**src/debug_settings.svh**
```systemverilog
`ifndef DEBUG_SETTINGS_SVH
`define DEBUG_SETTINGS_SVH

// Width of one host frame
`define DBG_FRAME_BITS 32

// Width of a controller id on the request bus
`define DBG_REQ_ID_BITS 6

// Fetch stage controllers
`define DBG_ID_FETCH_DATA 6'b100100
`define DBG_ID_FETCH_CTRL 6'b100101

// Decode stage controllers
`define DBG_ID_DECODE_DATA 6'b100110
`define DBG_ID_DECODE_CTRL 6'b100111

// Execute stage controllers
`define DBG_ID_EXEC_DATA 6'b101000
`define DBG_ID_EXEC_CTRL 6'b101001

// Memory stage controllers
`define DBG_ID_MEM_DATA 6'b101010
`define DBG_ID_MEM_CTRL 6'b101011

`endif

```
**src/debug_pkg.sv**
```systemverilog
`include "debug_settings.svh"

package debug_pkg;

   // One frame on the host side
   typedef logic [`DBG_FRAME_BITS-1:0] frame_t;

   // Controller id carried by a read request
   typedef logic [`DBG_REQ_ID_BITS-1:0] req_id_t;

   // Host command opcodes
   typedef enum logic [1:0] {
      CMD_NOP   = 2'd0,
      CMD_READ  = 2'd1,
      CMD_RESET = 2'd2
   } cmd_op_t;

   // Host command word, op in the top two bits
   typedef struct packed {
      cmd_op_t op;
      req_id_t id;
   } debug_cmd_t;

endpackage

```
**src/stage_pkg.sv**
```systemverilog
package stage_pkg;

   // Fetch stage, instruction register only
   typedef struct packed {
      logic [31:0] ir;
   } fetch_data_t;

   typedef struct packed {
      logic [31:0] system_pc;
      logic [31:0] pc_plus4;
   } fetch_ctrl_t;

   // Decode stage operands, 5 + 32 + 32 + 16 bits
   typedef struct packed {
      logic [4:0]  shamt;
      logic [31:0] a;
      logic [31:0] b;
      logic [15:0] imm;
   } decode_data_t;

   // Ex is alu op plus three selects
   typedef struct packed {
      logic [6:0]  ex_ctrl;
      logic [4:0]  mem_ctrl;
      logic [7:0]  wb_ctrl;
      logic [31:0] pc;
   } decode_ctrl_t;

   typedef struct packed {
      logic [31:0] alu_result;
      logic [31:0] b;
   } exec_data_t;

   typedef struct packed {
      logic [4:0]  mem_ctrl;
      logic [7:0]  wb_ctrl;
      logic [31:0] pc;
   } exec_ctrl_t;

   // Memory stage results
   typedef struct packed {
      logic [31:0] reg_wb;
      logic [31:0] load_value;
   } mem_data_t;

   typedef struct packed {
      logic [7:0]  wb_ctrl;
      logic [31:0] pc;
   } mem_ctrl_t;

   // Full snapshot, fetch data in the top bits
   typedef struct packed {
      fetch_data_t  fetch_data;
      fetch_ctrl_t  fetch_ctrl;
      decode_data_t decode_data;
      decode_ctrl_t decode_ctrl;
      exec_data_t   exec_data;
      exec_ctrl_t   exec_ctrl;
      mem_data_t    mem_data;
      mem_ctrl_t    mem_ctrl;
   } pipeline_snapshot_t;

endpackage

```
**src/debug_stage_latch.sv**
```systemverilog
`timescale 1ns/100ps

module debug_stage_latch #(
   parameter type                payload_t = logic [31:0],
   parameter debug_pkg::req_id_t ID        = '0
) (
   input  logic               i_clock,
   input  logic               reset,
   input  logic               i_soft_reset,
   input  logic               i_req_valid,
   input  debug_pkg::req_id_t i_req_id,
   input  payload_t           i_payload,
   output debug_pkg::frame_t  o_frame,
   output logic               o_frame_valid,
   output logic               o_writing
);

   localparam int PAYLOAD_BITS = $bits(payload_t);
   localparam int FRAME_BITS   = $bits(debug_pkg::frame_t);
   localparam int N_FRAMES     = (PAYLOAD_BITS + FRAME_BITS - 1) / FRAME_BITS;
   localparam int SHIFT_BITS   = N_FRAMES * FRAME_BITS;
   localparam int CNT_BITS     = $clog2(N_FRAMES + 1);

   logic [SHIFT_BITS-1:0] shift_q;
   logic [CNT_BITS-1:0]   count_q;
   logic                  busy;
   logic                  req_hit;

   // Frames left to send
   assign busy = (count_q != '0);

   assign req_hit = i_req_valid && (i_req_id == ID) && !busy;

   always_ff @(posedge i_clock) begin
      if (reset || i_soft_reset) begin
         count_q <= '0;
      end else if (req_hit) begin
         count_q <= CNT_BITS'(N_FRAMES);
      end else if (busy) begin
         count_q <= count_q - 1'b1;
      end
   end

   // Zero padded on the MSB side, shifted up one frame per cycle
   always_ff @(posedge i_clock) begin
      if (req_hit) begin
         shift_q <= SHIFT_BITS'(i_payload);
      end else if (busy) begin
         shift_q <= shift_q << FRAME_BITS;
      end
   end

   assign o_frame       = shift_q[SHIFT_BITS-1 -: FRAME_BITS];
   assign o_frame_valid = busy;
   assign o_writing     = busy;

endmodule

```
**src/debug_host_link.sv**
```systemverilog
`timescale 1ns/100ps

module debug_host_link (
   input  logic                    i_clock,
   input  logic                    reset,
   input  logic                    i_cmd_valid,
   input  debug_pkg::debug_cmd_t   i_cmd,
   input  debug_pkg::frame_t [7:0] i_frames,
   input  logic [7:0]              i_frame_valid,
   input  logic [7:0]              i_writing,
   output logic                    o_req_valid,
   output debug_pkg::req_id_t      o_req_id,
   output logic                    o_soft_reset,
   output debug_pkg::frame_t       o_frame,
   output logic                    o_frame_valid,
   output logic                    o_end_of_data
);

   logic              any_writing;
   logic              busy;
   logic              read_cmd;
   logic              reset_cmd;
   logic              clear;
   logic              writing_d;
   debug_pkg::frame_t frame_mux;

   assign any_writing = |i_writing;

   // A request in flight counts as busy until the latch picks it up
   assign busy = any_writing || o_req_valid;

   assign read_cmd  = i_cmd_valid && (i_cmd.op == debug_pkg::CMD_READ) && !busy;
   assign reset_cmd = i_cmd_valid && (i_cmd.op == debug_pkg::CMD_RESET);

   assign clear = reset || o_soft_reset;

   always_ff @(posedge i_clock) begin
      if (reset) begin
         o_soft_reset <= 1'b0;
      end else begin
         o_soft_reset <= reset_cmd;
      end
   end

   always_ff @(posedge i_clock) begin
      if (clear) begin
         o_req_valid <= 1'b0;
      end else begin
         o_req_valid <= read_cmd;
      end
   end

   // Id goes out unchecked, the latches decide
   always_ff @(posedge i_clock) begin
      if (read_cmd) begin
         o_req_id <= i_cmd.id;
      end
   end

   // One-hot AND-OR mux over the latch frames
   always_comb begin
      frame_mux = '0;
      for (int i = 0; i < 8; i++) begin
         if (i_frame_valid[i]) begin
            frame_mux = frame_mux | i_frames[i];
         end
      end
   end

   always_ff @(posedge i_clock) begin
      o_frame <= frame_mux;
   end

   // End of data lines up one cycle after the last registered frame
   always_ff @(posedge i_clock) begin
      if (clear) begin
         o_frame_valid <= 1'b0;
         writing_d     <= 1'b0;
         o_end_of_data <= 1'b0;
      end else begin
         o_frame_valid <= |i_frame_valid;
         writing_d     <= any_writing;
         o_end_of_data <= writing_d && !any_writing;
      end
   end

endmodule

```
**src/debug_readout.sv**
```systemverilog
`timescale 1ns/100ps
`include "debug_settings.svh"

module debug_readout (
   input  logic                          i_clock,
   input  logic                          reset,
   input  logic                          i_cmd_valid,
   input  debug_pkg::debug_cmd_t         i_cmd,
   input  stage_pkg::pipeline_snapshot_t i_snapshot,
   output debug_pkg::frame_t             o_frame,
   output logic                          o_frame_valid,
   output logic                          o_end_of_data
);

   debug_pkg::frame_t [7:0] latch_frames;
   logic [7:0]              latch_frame_valid;
   logic [7:0]              latch_writing;
   logic                    req_valid;
   debug_pkg::req_id_t      req_id;
   logic                    soft_reset;

   debug_host_link link0 (
      .i_clock       (i_clock),
      .reset         (reset),
      .i_cmd_valid   (i_cmd_valid),
      .i_cmd         (i_cmd),
      .i_frames      (latch_frames),
      .i_frame_valid (latch_frame_valid),
      .i_writing     (latch_writing),
      .o_req_valid   (req_valid),
      .o_req_id      (req_id),
      .o_soft_reset  (soft_reset),
      .o_frame       (o_frame),
      .o_frame_valid (o_frame_valid),
      .o_end_of_data (o_end_of_data)
   );

   // Fetch
   debug_stage_latch #(
      .payload_t (stage_pkg::fetch_data_t),
      .ID        (`DBG_ID_FETCH_DATA)
   ) fetch_data_latch0 (
      .i_clock       (i_clock),
      .reset         (reset),
      .i_soft_reset  (soft_reset),
      .i_req_valid   (req_valid),
      .i_req_id      (req_id),
      .i_payload     (i_snapshot.fetch_data),
      .o_frame       (latch_frames[0]),
      .o_frame_valid (latch_frame_valid[0]),
      .o_writing     (latch_writing[0])
   );

   debug_stage_latch #(
      .payload_t (stage_pkg::fetch_ctrl_t),
      .ID        (`DBG_ID_FETCH_CTRL)
   ) fetch_ctrl_latch0 (
      .i_clock       (i_clock),
      .reset         (reset),
      .i_soft_reset  (soft_reset),
      .i_req_valid   (req_valid),
      .i_req_id      (req_id),
      .i_payload     (i_snapshot.fetch_ctrl),
      .o_frame       (latch_frames[1]),
      .o_frame_valid (latch_frame_valid[1]),
      .o_writing     (latch_writing[1])
   );

   // Decode
   debug_stage_latch #(
      .payload_t (stage_pkg::decode_data_t),
      .ID        (`DBG_ID_DECODE_DATA)
   ) decode_data_latch0 (
      .i_clock       (i_clock),
      .reset         (reset),
      .i_soft_reset  (soft_reset),
      .i_req_valid   (req_valid),
      .i_req_id      (req_id),
      .i_payload     (i_snapshot.decode_data),
      .o_frame       (latch_frames[2]),
      .o_frame_valid (latch_frame_valid[2]),
      .o_writing     (latch_writing[2])
   );

   debug_stage_latch #(
      .payload_t (stage_pkg::decode_ctrl_t),
      .ID        (`DBG_ID_DECODE_CTRL)
   ) decode_ctrl_latch0 (
      .i_clock       (i_clock),
      .reset         (reset),
      .i_soft_reset  (soft_reset),
      .i_req_valid   (req_valid),
      .i_req_id      (req_id),
      .i_payload     (i_snapshot.decode_ctrl),
      .o_frame       (latch_frames[3]),
      .o_frame_valid (latch_frame_valid[3]),
      .o_writing     (latch_writing[3])
   );

   // Execute
   debug_stage_latch #(
      .payload_t (stage_pkg::exec_data_t),
      .ID        (`DBG_ID_EXEC_DATA)
   ) exec_data_latch0 (
      .i_clock       (i_clock),
      .reset         (reset),
      .i_soft_reset  (soft_reset),
      .i_req_valid   (req_valid),
      .i_req_id      (req_id),
      .i_payload     (i_snapshot.exec_data),
      .o_frame       (latch_frames[4]),
      .o_frame_valid (latch_frame_valid[4]),
      .o_writing     (latch_writing[4])
   );

   debug_stage_latch #(
      .payload_t (stage_pkg::exec_ctrl_t),
      .ID        (`DBG_ID_EXEC_CTRL)
   ) exec_ctrl_latch0 (
      .i_clock       (i_clock),
      .reset         (reset),
      .i_soft_reset  (soft_reset),
      .i_req_valid   (req_valid),
      .i_req_id      (req_id),
      .i_payload     (i_snapshot.exec_ctrl),
      .o_frame       (latch_frames[5]),
      .o_frame_valid (latch_frame_valid[5]),
      .o_writing     (latch_writing[5])
   );

   // Memory
   debug_stage_latch #(
      .payload_t (stage_pkg::mem_data_t),
      .ID        (`DBG_ID_MEM_DATA)
   ) mem_data_latch0 (
      .i_clock       (i_clock),
      .reset         (reset),
      .i_soft_reset  (soft_reset),
      .i_req_valid   (req_valid),
      .i_req_id      (req_id),
      .i_payload     (i_snapshot.mem_data),
      .o_frame       (latch_frames[6]),
      .o_frame_valid (latch_frame_valid[6]),
      .o_writing     (latch_writing[6])
   );

   debug_stage_latch #(
      .payload_t (stage_pkg::mem_ctrl_t),
      .ID        (`DBG_ID_MEM_CTRL)
   ) mem_ctrl_latch0 (
      .i_clock       (i_clock),
      .reset         (reset),
      .i_soft_reset  (soft_reset),
      .i_req_valid   (req_valid),
      .i_req_id      (req_id),
      .i_payload     (i_snapshot.mem_ctrl),
      .o_frame       (latch_frames[7]),
      .o_frame_valid (latch_frame_valid[7]),
      .o_writing     (latch_writing[7])
   );

endmodule

```
**config.mk**
```make
export PLATFORM = sky130hd
export DESIGN_NAME = debug_readout
export DESIGN_NICKNAME = d
export VERILOG_FILES = /design/src/debug_pkg.sv /design/src/stage_pkg.sv /design/src/debug_stage_latch.sv /design/src/debug_host_link.sv /design/src/debug_readout.sv
export VERILOG_INCLUDE_DIRS = /design/src
export SDC_FILE = /design/constraint.sdc
export NUM_CORES = 1
export LEC_CHECK = 0
export BUFFER_PORTS_ARGS = -buffer_cell sky130_fd_sc_hd__buf_2
export CORE_ASPECT_RATIO = 2
export CORE_UTILIZATION = 60
export DETAILED_ROUTE_END_ITERATION = 8
export PLACE_DENSITY = 0.85
export SLEW_MARGIN = 10
export SYNTH_ARGS = -nofsm -noshare
export SYNTH_HDL_FRONTEND = slang
export SYNTH_HIERARCHICAL = 1
export SYNTH_SLANG_ARGS = --single-unit
```
**constraint.sdc**
```tcl
create_clock -name i_clock -period 12.6 [get_ports i_clock]
set_input_delay 2.52 -clock i_clock [delete_from_list [all_inputs] [get_ports i_clock]]
set_output_delay 2.52 -clock i_clock [all_outputs]
set_load 0.005 [all_outputs]
```
# Word level (Yosys, flattened, before mapping)
# Cells that the tools add are included.
# word_totals
out_inout_bits	34
regBits	569
elab_cells	151
inputBits	457
# op_classes
bitwise	7
n_addsub	8
eq_ne	10
reduce_logical	54
mux	40
# ops
cell	n
$mux W64	6
$mux W32	10
$or A32 B32 Y32	7
$mux W85	2
$mux W52	2
$mux W45	2
$mux W40	2
$eq A6 B6 Y1 const B	8
$reduce_bool A2 Y1	15
$mux W2	14
$logic_and A1 B1 Y1	20
$sub A2 B1 Y2 const B	7
$reduce_or A2 Y1	6
$logic_not A1 Y1	10
$reduce_or A8 Y1	1
$eq A2 B1 Y1 const B	1
$eq A2 B2 Y1 const B	1
$logic_or A1 B1 Y1	2
$mux W1	2
$sub A1 B1 Y1 const B	1

# Depth between registers and ports, before layout
# depth
ltp_word	15
ltp_mapped	8

# Cells and area by module
# Netlist, hierarchy kept.
# modules_own_cells
module	area_per_inst_um2	n_inst	cells_each
debug_stage_latch at exec_data_latch0 ...	2906.5	3	180
debug_stage_latch at decode_data_latch0	4418.0	1	266
debug_stage_latch at decode_ctrl_latch0	2796.4	1	206
debug_stage_latch at exec_ctrl_latch0	2732.6	1	222
debug_stage_latch at mem_ctrl_latch0	2695.1	1	232
debug_host_link	2313.5	1	248
debug_stage_latch at fetch_data_latch0	1547.7	1	110

# Worst setup path before layout
# OpenSTA, ideal clock, no wires.
# synth_timing
path_type	reg-to-reg
from	reg link0.o_req_id[1]
to	reg decode_data_latch0.count_q[1]
path_stages_with_launch	4
t_arrival_ns	7.414
setup_slack_ns	4.782
n_path_buf	0
synth_period_minus_slack_ns	7.818
setup_ns	0.403
path_cell_list	edfxtp_1 or3b_4 o21ai_0 a211oi_1
# synth_via
elab_chain_len	4
elab_cells_between_ends	5
cone_classes	1 x eq/ne; 1 x mux; 3 x reduce/logical
# synth_rtl
element	line_no	source
from (decl)	debug_host_link.sv:12	output debug_pkg::req_id_t o_req_id,
from (signal assigned)	debug_host_link.sv:56	o_req_id <= i_cmd.id;
$eq A6 B6 Y1 *	debug_stage_latch.sv:32	assign req_hit = i_req_valid && (i_req_id == ID) && !busy;
$logic_and A1 B1 Y1 * (2 in a row)	debug_stage_latch.sv:32	
$mux W2 or $reduce_bool A2 Y1 (tied branches)	n/a	
to (signal assigned)	debug_stage_latch.sv:38	count_q <= CNT_BITS'(N_FRAMES);
to (signal assigned)	debug_stage_latch.sv:40	count_q <= count_q - 1'b1;
to (decl)	debug_stage_latch.sv:25	logic [CNT_BITS-1:0] count_q;
# Mark *: on every way between the ends. The rest lies on a longest branch, timed or not.
# A chain may end at the register's enable or synchronous reset.

# Final worst setup path
# layout_timing
from	reg link0.o_frame_valid
to	out o_frame_valid
# layout_lines
element	line_no	source
from (decl)	debug_host_link.sv:15	output logic o_frame_valid,
from (signal assigned)	debug_host_link.sv:81	o_frame_valid <= |i_frame_valid;
to (decl)	debug_readout.sv:11	output logic o_frame_valid,
# No word-level cell between the ends.

==> results.tsv <==
metric	value	unit
final setup fails	0	
clock share of power	33.3	%
synth top area cells	edfxtp_1, dfxtp_1, buf_4	
Placed Area	0.0263	mm²
total negative slack	0	ns
Overall Global Routing Usage	31.3	%
placed cell count	2539	
Post-DP HPWL	49200	µm
post-placement worst setup slack	8.68	ns
Final Util	67.5	%
via count	14800	
Yosys warning total	6	
biggest area consumer among synthesized cells	edfxtp_1	
Primary FF master, synth	edfxtp_1	
Cells after Synth	1824	
vias per inst	5.62	
maximum VDD drop	0.141	mV
met1 Track Usage GR	32.9	%
net count after synthesis	2282	
Yosys top cell area share	53.8	%
#FFs+latches synth	570	
Clock transition at path regs	0.06	ns
switching share of total power	24.4	%
Distinct cells, synth	48	
Avg Cell Area, Syn	13.8	µm²
PnR worst setup slack	9.03	ns
Synth Cell Area	0.0252	mm²
TritonCTS sink count	570	
die area	0.0429	mm²
I/O Buffers	490	
fin crit period	3.57	ns
Post-CTS Hold Fix Bufs	0	
CP bufs+invs	1	
WL/cell	25.5	µm
worst hold margin	0.439	ns
final period utilization	28.3	%
slowest stage delay, CP	0.33	ns
Post-CTS Setup Bufs	0	
GR Layer Usage met2	56.9	%
clock buffer depth	3	
Hold Path Class	flip-flop to flip-flop	
Post-route DRC	0	
layout cells sized above 1	37.6	%
DR iter-0 viols	1043	
outcome	finished, final reports clean	
Clock Latency Late Sink	0.59	ns
RSZ-0062 raised after global routing	false	
IO Count	491	
final std cell area, no fill	0.0279	mm²
P per Cell Area	161	mW/mm²
pin count of the biggest net entering global routing	87	
initial antenna violation count	13	
Placer Congestion	0.939	
final slew viol count	0	
post-cts sizing count	0	
DRT antenna net count	0	
CTS tree	yes	
FP Rows	105	
Slew headroom	26.4	%
Final #Nets	2513	
die width	147	µm
WL final	67300	µm
Worst EP required	10.08	ns
arrival time worst endpoint	1.05	ns
P_int	3.38	mW
FMAX	0.280	GHz
CP max FO	1	
asr flop ratio synth	0	%
top-count cell post-synth	edfxtp_1	
worst-path cell chain	buf_2	
area grow syn2layout	10.5	%
CP startpoint kind	flip-flop	
die height	292	µm
Worst Tran Pin Value	1.10	ns
Tot Pwr	4.47	mW
Worst path top cell family by delay	flip-flops	
skew final	0.0265	ns
1st-pass router iterations	5	
Num CTS Buffers	49	
met3 track demand over resource	5.66	%
H-tree depth	2	
most frequent cells after synthesis	edfxtp_1, buf_4, and2_1	
total core area	0.0413	mm²
global routing's busiest layer	met2	
final hold vios	0	
Psw	1.09	mW
CP max-delay cell	dfxtp_1	
Initial Util	61.1	%
Max Cap Violations	0	
Seq pwr share	53.3	%
register area share after synthesis	63.2	%
Overflow after GRT	0	
Comb pwr share	13.4	%
clk root buf	clkbuf_16	
number of flops mapped to enable cells by yosys	452	
Worst setup EP type	output pin	
vias in the first global route	15400	
Non-Filler Instances	2638	
Lkg Pwr	11.3	nW
WS Path Type	flip-flop to output pin	
first-pass GRT wire length	96100	µm
## worst paths after layout
check | start | end | slack [ns] | cells after the start
max | link0/o_frame_valid$_SDFF_PP0_ | o_frame_valid | 9.03 | 1
min | link0/writing_d$_SDFF_PP0_ | link0/o_end_of_data$_SDFF_PP0_ | 0.44 | 2
max reg2reg | link0/o_req_id[0]$_DFFE_PP_ | exec_ctrl_latch0/shift_q[32]$_DFFE_PP_ | 9.28 | 3
min reg2reg | link0/writing_d$_SDFF_PP0_ | link0/o_end_of_data$_SDFF_PP0_ | 0.44 | 2
## power by group through the flow
stage / logic [mW] / clock network (mW) / registers (mW)
after floorplan: 0.404 / 0 / 2.43
after global placement: 0.578 / 0 / 2.42
after detailed placement: 0.593 / 0 / 2.42
after CTS: 0.597 / 1.51 / 2.38
after global routing: 0.637 / 1.58 / 2.40
final: 0.598 / 1.49 / 2.38
## registers in the layout, indices dropped and copies added (netlist names), 6 cells and up
register                    count
decode_data_latch0/shift_q     96
decode_ctrl_latch0/shift_q     64
mem_ctrl_latch0/shift_q        64
fetch_data_latch0/o_frame      32
link0/o_req_id                  6
fetch_ctrl_latch0/shift_q      64
mem_data_latch0/shift_q        64
exec_data_latch0/shift_q       64
link0/o_frame                  32
exec_ctrl_latch0/shift_q       64
## per-layer routing
metal / vias up / routed length [µm]
li1: 6809 / -
met4: 10 / 4720
met3: 173 / 4680
met2: 726 / 35500
met5: - / 65
met1: 7098 / 22300
## kinds of logic (layout without fill, tap and decap cells)
logic type | count (synthesis) | in the layout | synth area share, %
AOI/OAI and AO/OA | 211 | 211 | 5.77
adders and majority gates | 1 | 1 | 0.0496
buffers and inverters | 374 | 645 | 9.86
DFF | 570 | 570 | 63.2
muxes | 190 | 190 | 9.23
other | 0 | 8 | 0
and+or+nand+nor | 478 | 478 | 11.9
## layout make-up
cell class	count	area [µm²]
inverters	43	161
well taps	535	669
clock buffers	71	1410
multi-input cells	880	6890
clock inverters	20	163
fillers	2871	13400
flip-flops and latches	570	15900
repair buffers	511	2610
diodes	8	20.0
## placed cells by master, fill, tap and decap left out, types with 4 or more instances in the layout
master and n:
buf_2 490, edfxtp_1 452, and2_1 230, a22oi_1 128, nand2_1 123, dfxtp_1 118
mux2_2 82, mux2_1 58, o21ai_0 55, clkbuf_16 52, mux2_4 50, inv_1 37
nand4_1 32, nor3_2 29, buf_4 21, o2bb2ai_1 11, clkbuf_1 10, diode_2 8
nor2_1 8, nand4b_1 8, clkinv_2 7, clkinv_1 6, nor4b_1 6, o21a_1 6
nor4_4 6, clkbuf_2 5, inv_2 5, nor3_1 4, nor3_4 4, a211oi_1 4
Power figures use the tool's default switching activity.
